$ cat src/design/com_pkg.sv
package com_pkg;

  typedef logic [31:0] addr_t;
  typedef logic [31:0] data_t;
  typedef logic [3:0]  sel_t;

  // Phase bit on top, wrapping issue count below
  typedef logic [3:0]  tag_t;

  typedef struct packed {
    addr_t addr;
    data_t data;
    sel_t  sel;
    logic  we;
  } com_req_t;

  // Request as queued toward a slave port
  typedef struct packed {
    com_req_t req;
    tag_t     tag;
  } com_hdr_t;

  typedef struct packed {
    data_t data;
  } com_rsp_t;

  // True when tag a was issued before tag b
  function automatic logic tag_older(tag_t a, tag_t b);
    if (a[3] != b[3]) begin
      return a[2:0] > b[2:0];
    end
    return a[2:0] < b[2:0];
  endfunction

endpackage
$ cat src/design/wb_pkg.sv
package wb_pkg;

  // Bus vectors share the commutator widths
  typedef com_pkg::addr_t wb_adr_t;
  typedef com_pkg::data_t wb_dat_t;
  typedef com_pkg::sel_t  wb_sel_t;

  typedef struct packed {
    wb_adr_t adr;
    wb_dat_t dat;
    wb_sel_t sel;
    logic    we;
    logic    cyc;
    logic    stb;
  } wb_m2s_t;

  typedef struct packed {
    wb_dat_t dat;
    logic    ack;
    logic    stall;
  } wb_s2m_t;

endpackage

$ cat src/design/wb_commutator.sv
`timescale 1ns/1ps

module wb_commutator #(
  parameter int NUM_SLAVES = 2,
  parameter int FIFO_ASIZE = 2,
  localparam int SW = (NUM_SLAVES > 1) ? $clog2(NUM_SLAVES) : 1
) (
  input  logic                                 clk,
  input  logic                                 rst,
  input  logic [1:0]                           req_valid_i,
  input  com_pkg::com_req_t [1:0]              req_i,
  output logic [1:0]                           req_ready_o,
  output logic [1:0]                           rsp_valid_o,
  output com_pkg::com_rsp_t [1:0]              rsp_o,
  input  logic [1:0]                           rsp_ready_i,
  output wire wb_pkg::wb_m2s_t [NUM_SLAVES-1:0] wb_m2s_o,
  input  wb_pkg::wb_s2m_t [NUM_SLAVES-1:0]     wb_s2m_i
);

  wire com_pkg::com_hdr_t [1:0][NUM_SLAVES-1:0] hdr;
  wire [1:0][NUM_SLAVES-1:0]                    hdr_empty;
  wire [1:0][NUM_SLAVES-1:0]                    hdr_pop;
  wire [1:0][SW-1:0]                            ord;
  wire [1:0]                                    ord_empty;
  wire [1:0]                                    ord_pop;
  wire com_pkg::com_rsp_t [1:0][NUM_SLAVES-1:0] rsp;
  wire [1:0][NUM_SLAVES-1:0]                    rsp_empty;
  wire [1:0][NUM_SLAVES-1:0]                    rsp_pop;

  req_dispatch #(.NUM_SLAVES(NUM_SLAVES), .FIFO_ASIZE(FIFO_ASIZE)) u_dispatch (
    .clk         (clk),
    .rst         (rst),
    .req_valid_i (req_valid_i),
    .req_i       (req_i),
    .req_ready_o (req_ready_o),
    .hdr_o       (hdr),
    .hdr_empty_o (hdr_empty),
    .hdr_pop_i   (hdr_pop),
    .ord_o       (ord),
    .ord_empty_o (ord_empty),
    .ord_pop_i   (ord_pop)
  );

  // ----------------------------------------------------------
  // One port per slave
  // ----------------------------------------------------------
  for (genvar s = 0; s < NUM_SLAVES; s++) begin : g_port
    slave_port #(.FIFO_ASIZE(FIFO_ASIZE)) u_port (
      .clk          (clk),
      .rst          (rst),
      .hdr0_i       (hdr[0][s]),
      .hdr0_empty_i (hdr_empty[0][s]),
      .hdr0_pop_o   (hdr_pop[0][s]),
      .hdr1_i       (hdr[1][s]),
      .hdr1_empty_i (hdr_empty[1][s]),
      .hdr1_pop_o   (hdr_pop[1][s]),
      .wb_m2s_o     (wb_m2s_o[s]),
      .wb_s2m_i     (wb_s2m_i[s]),
      .rsp0_o       (rsp[0][s]),
      .rsp0_empty_o (rsp_empty[0][s]),
      .rsp0_pop_i   (rsp_pop[0][s]),
      .rsp1_o       (rsp[1][s]),
      .rsp1_empty_o (rsp_empty[1][s]),
      .rsp1_pop_i   (rsp_pop[1][s])
    );
  end

  resp_merge #(.NUM_SLAVES(NUM_SLAVES)) u_merge (
    .clk         (clk),
    .rst         (rst),
    .ord_i       (ord),
    .ord_empty_i (ord_empty),
    .ord_pop_o   (ord_pop),
    .rsp_i       (rsp),
    .rsp_empty_i (rsp_empty),
    .rsp_pop_o   (rsp_pop),
    .rsp_valid_o (rsp_valid_o),
    .rsp_o       (rsp_o),
    .rsp_ready_i (rsp_ready_i)
  );

endmodule

$ cat src/design/resp_merge.sv
`timescale 1ns/1ps

module resp_merge #(
  parameter int NUM_SLAVES = 2,
  localparam int SW = (NUM_SLAVES > 1) ? $clog2(NUM_SLAVES) : 1
) (
  input  logic                                    clk,
  input  logic                                    rst,
  input  logic [1:0][SW-1:0]                      ord_i,
  input  logic [1:0]                              ord_empty_i,
  output logic [1:0]                              ord_pop_o,
  input  com_pkg::com_rsp_t [1:0][NUM_SLAVES-1:0] rsp_i,
  input  logic [1:0][NUM_SLAVES-1:0]              rsp_empty_i,
  output logic [1:0][NUM_SLAVES-1:0]              rsp_pop_o,
  output logic [1:0]                              rsp_valid_o,
  output com_pkg::com_rsp_t [1:0]                 rsp_o,
  input  logic [1:0]                              rsp_ready_i
);

  typedef enum logic {
    MRG_IDLE,
    MRG_HOLD
  } mrg_state_e;

  mrg_state_e [1:0] state_q;
  logic [1:0]       avail;
  logic [1:0]       load;

  // Order queue head names the slave holding the next response
  always_comb begin
    rsp_pop_o = '0;
    for (int m = 0; m < 2; m++) begin
      avail[m] = !ord_empty_i[m] && !rsp_empty_i[m][ord_i[m]];
      // Reload in the same cycle the held response is taken
      load[m]  = avail[m] && (state_q[m] == MRG_IDLE || rsp_ready_i[m]);
      ord_pop_o[m]           = load[m];
      rsp_pop_o[m][ord_i[m]] = load[m];
      rsp_valid_o[m]         = state_q[m] == MRG_HOLD;
    end
  end

  always_ff @(posedge clk) begin
    for (int m = 0; m < 2; m++) begin
      if (rst) begin
        state_q[m] <= MRG_IDLE;
      end else if (load[m]) begin
        state_q[m] <= MRG_HOLD;
      end else if (rsp_ready_i[m]) begin
        state_q[m] <= MRG_IDLE;
      end
    end
  end

  always_ff @(posedge clk) begin
    for (int m = 0; m < 2; m++) begin
      if (load[m]) begin
        rsp_o[m] <= rsp_i[m][ord_i[m]];
      end
    end
  end

endmodule

$ cat src/design/slave_port.sv
`timescale 1ns/1ps

module slave_port #(
  parameter int FIFO_ASIZE = 2
) (
  input  logic              clk,
  input  logic              rst,
  input  com_pkg::com_hdr_t hdr0_i,
  input  logic              hdr0_empty_i,
  output logic              hdr0_pop_o,
  input  com_pkg::com_hdr_t hdr1_i,
  input  logic              hdr1_empty_i,
  output logic              hdr1_pop_o,
  output wb_pkg::wb_m2s_t   wb_m2s_o,
  input  wb_pkg::wb_s2m_t   wb_s2m_i,
  output com_pkg::com_rsp_t rsp0_o,
  output logic              rsp0_empty_o,
  input  logic              rsp0_pop_i,
  output com_pkg::com_rsp_t rsp1_o,
  output logic              rsp1_empty_o,
  input  logic              rsp1_pop_i
);

  localparam int DEPTH = 1 << FIFO_ASIZE;

  com_pkg::com_hdr_t             head;
  logic                          pick1;
  logic                          pending;
  logic                          stb;
  logic                          issue;
  logic                          ack;
  logic [1:0]                    credit_ok;
  logic [1:0]                    mst_inc;
  logic [1:0]                    mst_dec;
  logic [1:0][FIFO_ASIZE:0]      mst_out;
  wire [1:0][FIFO_ASIZE:0]       rsp_count;
  wire [1:0]                     rsp_empty;
  wire com_pkg::com_rsp_t [1:0]  rsp_data;
  logic [DEPTH-1:0]              dir_q;
  logic [DEPTH-1:0]              dir_nxt;
  logic [FIFO_ASIZE:0]           out_cnt;
  logic [FIFO_ASIZE:0]           cnt_nxt;
  logic                          ack_q;
  logic                          ack_dir_q;
  com_pkg::com_rsp_t             ack_rsp_q;

  // ----------------------------------------------------------
  // Oldest-first selection and bus issue
  // ----------------------------------------------------------
  assign pick1 = hdr0_empty_i ||
                 (!hdr1_empty_i && com_pkg::tag_older(hdr1_i.tag, hdr0_i.tag));
  assign head    = pick1 ? hdr1_i : hdr0_i;
  assign pending = pick1 ? !hdr1_empty_i : !hdr0_empty_i;

  // Outstanding plus queued responses must stay below queue depth
  always_comb begin
    for (int m = 0; m < 2; m++) begin
      credit_ok[m] = ({1'b0, mst_out[m]} + {1'b0, rsp_count[m]}) < DEPTH;
    end
  end

  assign stb   = pending && credit_ok[pick1] && (out_cnt < DEPTH);
  assign issue = stb && !wb_s2m_i.stall;
  assign ack   = wb_s2m_i.ack && (out_cnt != '0);

  assign hdr0_pop_o = issue && !pick1;
  assign hdr1_pop_o = issue && pick1;

  always_comb begin
    wb_m2s_o.adr = head.req.addr;
    wb_m2s_o.dat = head.req.data;
    wb_m2s_o.sel = head.req.sel;
    wb_m2s_o.we  = head.req.we;
    wb_m2s_o.stb = stb;
    wb_m2s_o.cyc = stb || (out_cnt != '0);
  end

  // ----------------------------------------------------------
  // Owner of each outstanding request, oldest at bit 0
  // ----------------------------------------------------------
  always_comb begin
    dir_nxt = dir_q;
    cnt_nxt = out_cnt;
    if (ack) begin
      dir_nxt = dir_q >> 1;
      cnt_nxt = out_cnt - 1'b1;
    end
    if (issue) begin
      dir_nxt[cnt_nxt[FIFO_ASIZE-1:0]] = pick1;
      cnt_nxt = cnt_nxt + 1'b1;
    end
  end

  assign mst_inc = {issue && pick1, issue && !pick1};
  assign mst_dec = {ack_q && ack_dir_q, ack_q && !ack_dir_q};

  always_ff @(posedge clk) begin
    if (rst) begin
      dir_q     <= '0;
      out_cnt   <= '0;
      ack_q     <= 1'b0;
      ack_dir_q <= 1'b0;
      mst_out   <= '0;
    end else begin
      dir_q     <= dir_nxt;
      out_cnt   <= cnt_nxt;
      ack_q     <= ack;
      ack_dir_q <= dir_q[0];
      for (int m = 0; m < 2; m++) begin
        if (mst_inc[m] && !mst_dec[m]) begin
          mst_out[m] <= mst_out[m] + 1'b1;
        end else if (mst_dec[m] && !mst_inc[m]) begin
          mst_out[m] <= mst_out[m] - 1'b1;
        end
      end
    end
  end

  // Ack data lands in the owner's queue one cycle later
  always_ff @(posedge clk) begin
    ack_rsp_q.data <= wb_s2m_i.dat;
  end

  for (genvar m = 0; m < 2; m++) begin : g_rsp
    com_fifo #(.WIDTH($bits(com_pkg::com_rsp_t)), .ASIZE(FIFO_ASIZE)) u_rsp (
      .clk       (clk),
      .rst       (rst),
      .wr_en_i   (mst_dec[m]),
      .wr_data_i (ack_rsp_q),
      .rd_en_i   ((m == 0) ? rsp0_pop_i : rsp1_pop_i),
      .rd_data_o (rsp_data[m]),
      .full_o    (),
      .empty_o   (rsp_empty[m]),
      .count_o   (rsp_count[m])
    );
  end

  assign rsp0_o       = rsp_data[0];
  assign rsp1_o       = rsp_data[1];
  assign rsp0_empty_o = rsp_empty[0];
  assign rsp1_empty_o = rsp_empty[1];

endmodule

$ cat src/design/req_dispatch.sv
`timescale 1ns/1ps

module req_dispatch #(
  parameter int NUM_SLAVES = 2,
  parameter int FIFO_ASIZE = 2,
  localparam int SW = (NUM_SLAVES > 1) ? $clog2(NUM_SLAVES) : 1
) (
  input  logic                                         clk,
  input  logic                                         rst,
  input  logic [1:0]                                   req_valid_i,
  input  com_pkg::com_req_t [1:0]                      req_i,
  output logic [1:0]                                   req_ready_o,
  output wire com_pkg::com_hdr_t [1:0][NUM_SLAVES-1:0] hdr_o,
  output wire [1:0][NUM_SLAVES-1:0]                    hdr_empty_o,
  input  logic [1:0][NUM_SLAVES-1:0]                   hdr_pop_i,
  output wire [1:0][SW-1:0]                            ord_o,
  output wire [1:0]                                    ord_empty_o,
  input  logic [1:0]                                   ord_pop_i
);

  localparam int AMSB = $bits(com_pkg::addr_t) - 1;

  logic [1:0][SW-1:0]        tgt;
  logic [1:0]                acc;
  com_pkg::tag_t             tag_cnt;
  com_pkg::tag_t [1:0]       tag;
  com_pkg::com_hdr_t [1:0]   hdr_in;
  wire [1:0][NUM_SLAVES-1:0] hdr_full;
  wire [1:0]                 ord_full;

  // ----------------------------------------------------------
  // Decode, room check and tag stamping
  // ----------------------------------------------------------
  always_comb begin
    for (int m = 0; m < 2; m++) begin
      if (NUM_SLAVES > 1) begin
        tgt[m] = req_i[m].addr[AMSB -: SW];
      end else begin
        tgt[m] = '0;
      end
      req_ready_o[m] = !hdr_full[m][tgt[m]] && !ord_full[m];
      acc[m]         = req_valid_i[m] && req_ready_o[m];
    end
    // Master 0 takes the lower tag on a shared cycle
    tag[0] = tag_cnt;
    tag[1] = tag_cnt + com_pkg::tag_t'(acc[0]);
    for (int m = 0; m < 2; m++) begin
      hdr_in[m].req = req_i[m];
      hdr_in[m].tag = tag[m];
    end
  end

  always_ff @(posedge clk) begin
    if (rst) begin
      tag_cnt <= '0;
    end else begin
      tag_cnt <= tag_cnt + com_pkg::tag_t'(acc[0]) + com_pkg::tag_t'(acc[1]);
    end
  end

  // ----------------------------------------------------------
  // Order queue per master, request queue per master and slave
  // ----------------------------------------------------------
  for (genvar m = 0; m < 2; m++) begin : g_mst
    com_fifo #(.WIDTH(SW), .ASIZE(FIFO_ASIZE)) u_ord (
      .clk       (clk),
      .rst       (rst),
      .wr_en_i   (acc[m]),
      .wr_data_i (tgt[m]),
      .rd_en_i   (ord_pop_i[m]),
      .rd_data_o (ord_o[m]),
      .full_o    (ord_full[m]),
      .empty_o   (ord_empty_o[m]),
      .count_o   ()
    );

    for (genvar s = 0; s < NUM_SLAVES; s++) begin : g_slv
      com_fifo #(.WIDTH($bits(com_pkg::com_hdr_t)), .ASIZE(FIFO_ASIZE)) u_req (
        .clk       (clk),
        .rst       (rst),
        .wr_en_i   (acc[m] && (tgt[m] == SW'(s))),
        .wr_data_i (hdr_in[m]),
        .rd_en_i   (hdr_pop_i[m][s]),
        .rd_data_o (hdr_o[m][s]),
        .full_o    (hdr_full[m][s]),
        .empty_o   (hdr_empty_o[m][s]),
        .count_o   ()
      );
    end
  end

endmodule

$ cat src/design/com_fifo.sv
`timescale 1ns/1ps

module com_fifo #(
  parameter int WIDTH = 32,
  parameter int ASIZE = 2
) (
  input  logic             clk,
  input  logic             rst,
  input  logic             wr_en_i,
  input  logic [WIDTH-1:0] wr_data_i,
  input  logic             rd_en_i,
  output logic [WIDTH-1:0] rd_data_o,
  output logic             full_o,
  output logic             empty_o,
  output logic [ASIZE:0]   count_o
);

  localparam int DEPTH = 1 << ASIZE;

  logic [WIDTH-1:0] mem [DEPTH];
  logic [ASIZE-1:0] wr_ptr;
  logic [ASIZE-1:0] rd_ptr;
  logic             do_wr;
  logic             do_rd;

  assign full_o  = count_o == (ASIZE+1)'(DEPTH);
  assign empty_o = count_o == '0;
  assign do_wr   = wr_en_i && !full_o;
  assign do_rd   = rd_en_i && !empty_o;

  // Head word is visible without a read strobe
  assign rd_data_o = mem[rd_ptr];

  always_ff @(posedge clk) begin
    if (rst) begin
      wr_ptr  <= '0;
      rd_ptr  <= '0;
      count_o <= '0;
    end else begin
      if (do_wr) begin
        wr_ptr <= wr_ptr + 1'b1;
      end
      if (do_rd) begin
        rd_ptr <= rd_ptr + 1'b1;
      end
      if (do_wr && !do_rd) begin
        count_o <= count_o + 1'b1;
      end else if (do_rd && !do_wr) begin
        count_o <= count_o - 1'b1;
      end
    end
  end

  always_ff @(posedge clk) begin
    if (do_wr) begin
      mem[wr_ptr] <= wr_data_i;
    end
  end

endmodule

$ cat config.mk
export PLATFORM = sky130hd
export DESIGN_NAME = wb_commutator
export DESIGN_NICKNAME = d
export VERILOG_FILES = /design/src/design/com_pkg.sv /design/src/design/wb_pkg.sv /design/src/design/wb_commutator.sv /design/src/design/resp_merge.sv /design/src/design/slave_port.sv /design/src/design/req_dispatch.sv /design/src/design/com_fifo.sv
export SDC_FILE = /design/constraint.sdc
export NUM_CORES = 2
export LEC_CHECK = 0
export ABC_AREA = 1
export BUFFER_PORTS_ARGS = -buffer_cell sky130_fd_sc_hd__buf_4
export CAP_MARGIN = 25
export CORE_ASPECT_RATIO = 0.7
export CORE_MARGIN = 2
export CORE_UTILIZATION = 40
export CTS_CLUSTER_SIZE = 12
export DETAILED_ROUTE_END_ITERATION = 16
export PLACE_DENSITY = 0.66
export RECOVER_POWER = 25
export SLEW_MARGIN = 20
export SYNTH_ARGS = -nofsm -noshare
export SYNTH_HDL_FRONTEND = slang
export SYNTH_SLANG_ARGS = --single-unit
$ cat constraint.sdc
create_clock -name clk -period 11.09 [get_ports clk]
set_input_delay 2.218 -clock clk [delete_from_list [all_inputs] [get_ports clk]]
set_output_delay 2.218 -clock clk [all_outputs]
set_load 0.01 [all_outputs]
==> impl_metrics.tcl <==
set metrics [dict create \
    fin_ws_ns 3.00 \
    synthFlopType "edfxtp_1" \
    synth-seq-cells 1942 \
    vias 47700 \
    switchingPower_uw 7540 \
    timing.final.crit_share 0.730 \
    rsz0062_at_grt "false" \
    async_flop_share 0 \
    crit_family "buffers and inverters" \
    arrival_ns 5.88 \
    seqPwrFrac 0.416 \
    final_common_cell "edfxtp_1" \
    ys_warn_count 0 \
    place_inst 8458 \
    worstMarginPinSlew_ns 1.08 \
    status "finished, final reports clean" \
    layout_common_cells "edfxtp_1 (1,752), nor2_1 (1,573), o21ai_0 (838)" \
    cp-end-kind "primary output" \
    antenna_found_initial 24 \
    cp_slowest_cell "clkinv_2" \
    overflow 0 \
    dp_hpwl_microns 127000 \
    finClkSkew_ns 0.0804 \
    dieWidth_microns 521 \
    start_util 0.403 \
    ir_drop_mv 0.200 \
    core_area_sq_um 185000 \
    fp.dieH_microns 366 \
    pwr-share-comb 0.307 \
    leakage_uw 0.0289 \
    ant_nets 0 \
    min_from "g_port[0].u_port.dir_q[0]" \
    drv_cap 0 \
    final_hold_viol_count 0 \
    postCtsSetupBuffers 0 \
    pre_cts_slack_ns 3.94 \
    synth_edf_count 1752 \
    min_path_type "reg2reg" \
    port_buffers 421 \
    required_ns 8.87 \
    cts_hold_buffers 0 \
    grt_max_degree 93 \
    clock-sinks 1942 \
    die-area_sq_um 190000 \
    track_usage 0.209 \
    crit_path_start_kind "flop" \
    crit_buf_inv 3 \
    wl_microns 205000 \
    swShare 0.349 \
    netlist_instances 5810 \
    slowest_delay_ns 0.91 \
    p_per_area_nw_per_um2 251 \
    clkPwrFrac 0.277 \
    ctsLongestPathBuffers 3 \
    cts.htree.levels 4 \
    ctsResizeCount 0 \
    grt_pass1_vias 44600 \
    place.gp.congestion 0.883 \
    drc 0 \
    path_clk_slew_ns 0.06 \
    setup_tns_ns 0 \
    cts_tree "built" \
    synthesis.area_sq_um 74700 \
    drt-pass1-iter-count 8 \
    vias_per_cell 5.44 \
    clock_latency_ns 0.84 \
    crit_fanout 88 \
    fmax_ghz 0.124 \
    avgSynthCellArea_sq_um 12.9 \
    p_int_uw 14100 \
    setup_viol 0 \
    fin_worst_hold_slack_ns 0.435 \
    ys_types 36 \
    core.rowCount 132 \
    io_pins 422 \
    drv_slew 0 \
    slew_headroom 0.277 \
    crit_chain "clkinv_2 > o21ai_0 > o22ai_1 > ha_1 > nand2_1 > o21ai_0 > nand2_1 > nand3_1 > nand3_2 > nand2_8 > buf_4 > nor2_1 > a31oi_1 > buf_4" \
    numCtsBuffers 188 \
    grt_pass1_wl_microns 296000 \
    wl_per_cell_microns 23.3 \
    final_nets 6480 \
    drt_iter0_markers 5695 \
    area_delta_synth_final_pct 15.0 \
    clockRootBuffer "clkbuf_16" \
    layout-drive-gt1-share 0.115 \
    final_cell_count_no_fill 8768 \
    synth.net_count 6120 \
    worstSetupPathType "reg2out" \
    ys_seq_area_frac 0.755 \
    post-route-min-period_ns 8.09 \
]
==> through the flow <==
stage	util	area [sq um]	total power [uW]
2_1_floorplan	-	74700	12800
3_3_place_gp	0.435	80600	15600
3_5_place_dp	0.435	80600	15800
4_1_cts	0.465	86200	21700
5_1_grt	0.464	85900	22600
6_report	0.464	85900	21600
==> power groups by stage <==
stage / clock network (uW) / registers, uW / logic, uW
floorplan: 0 / 9020 / 3730
global placement: 0 / 9120 / 6510
detailed placement: 0 / 9140 / 6630
CTS: 6060 / 8990 / 6660
global route: 6360 / 9050 / 7200
finish: 5980 / 8990 / 6640
==> flip-flops by register name, indices dropped and copies added (netlist names), named ones only <==
name and count:
g_port.u_port.ack_q 2, u_dispatch.g_mst.g_slv.u_req.rd_ptr 8, u_dispatch.g_mst.u_ord.wr_ptr 4, u_dispatch.tag_cnt 4, u_dispatch.g_mst.g_slv.u_req.wr_ptr 8, u_dispatch.g_mst.u_ord.rd_ptr 4, g_port.u_port.g_rsp.u_rsp.mem 512, u_merge.rsp_valid_o 2
g_port.u_port.mst_out 12, g_port.u_port.g_rsp.u_rsp.rd_ptr 8, g_port.u_port.g_rsp.u_rsp.count_o 12, u_dispatch.g_mst.g_slv.u_req.count_o 12, u_merge.rsp_o 64, g_port.u_port.g_rsp.u_rsp.wr_ptr 8, g_port.u_port.ack_rsp_q 64, u_dispatch.g_mst.g_slv.u_req.mem 1168
g_port.u_port.out_cnt 6, g_port.u_port.dir_q 8, g_port.u_port.ack_dir_q 2, u_dispatch.g_mst.u_ord.mem 8, u_dispatch.g_mst.u_ord.count_o 6
==> cells by family (layout without fill, tap and decap cells) <==
group / Yosys count / count (layout) / share of synthesized area
xor+xnor: 20 / 20 / 0.00234
fa+ha+maj: 98 / 98 / 0.0178
other cells: 0 / 10 / 0
flops: 1942 / 1942 / 0.755
simple gates: 1859 / 1859 / 0.0959
compound gates: 1365 / 1365 / 0.101
buf+inv: 526 / 995 / 0.0278
==> cells in the mapped netlist, drive strengths merged, types with 3 or more instances <==
cell	instances	area (sq um)
o22ai	144	901
xor2	17	149
a32o	6	60.1
a21oi	99	507
nand3	47	283
fa	14	280
edfxtp	1752	52600
nor2	1607	6060
clkbuf	237	890
xnor2	3	26.3
a31oi	208	1300
buf	96	467
nand4	16	100
dfxtp	190	3800
o32ai	64	561
o21ai	838	4190
nand2	183	694
inv	191	717
ha	84	1050
==> worst min-delay path, delay by kind of cell (launching register included) <==
kind | cells | cell delay [ns]
flops | 1 | 0.31
buf+inv | 1 | 0.05
simple gates | 1 | 0.03
==> area by class of cell <==
type,instances,area (sq um)
Sequential cell,1942,56400
Multi-Input combinational cell,3342,16500
Tap cell,2479,3100
Clock buffer,264,5110
Timing Repair Buffer,503,3470
Antenna cell,10,25.0
Clock inverter,35,518
Fill cell,16000,99400
Inverter,193,737
==> worst paths after layout <==
path | end | slack (ns) | cells after the start
max | wb_m2s_o[94] | 3.00 | 14
min | g_port[0].u_port.ack_dir_q | 0.44 | 2
max reg2reg | g_port[1].u_port.mst_out[2] | 5.70 | 21
min reg2reg | g_port[0].u_port.ack_dir_q | 0.44 | 2
==> layer usage <==
layer | track usage | part of all wire
met1 | 0.302 | 0.43
met2 | 0.317 | 0.45
met3 | 0.0504 | 0.099
met4 | 0.0529 | 0.021
met5 | 0 | 0.00023
No activity file was read; power rests on OpenSTA's default activity.
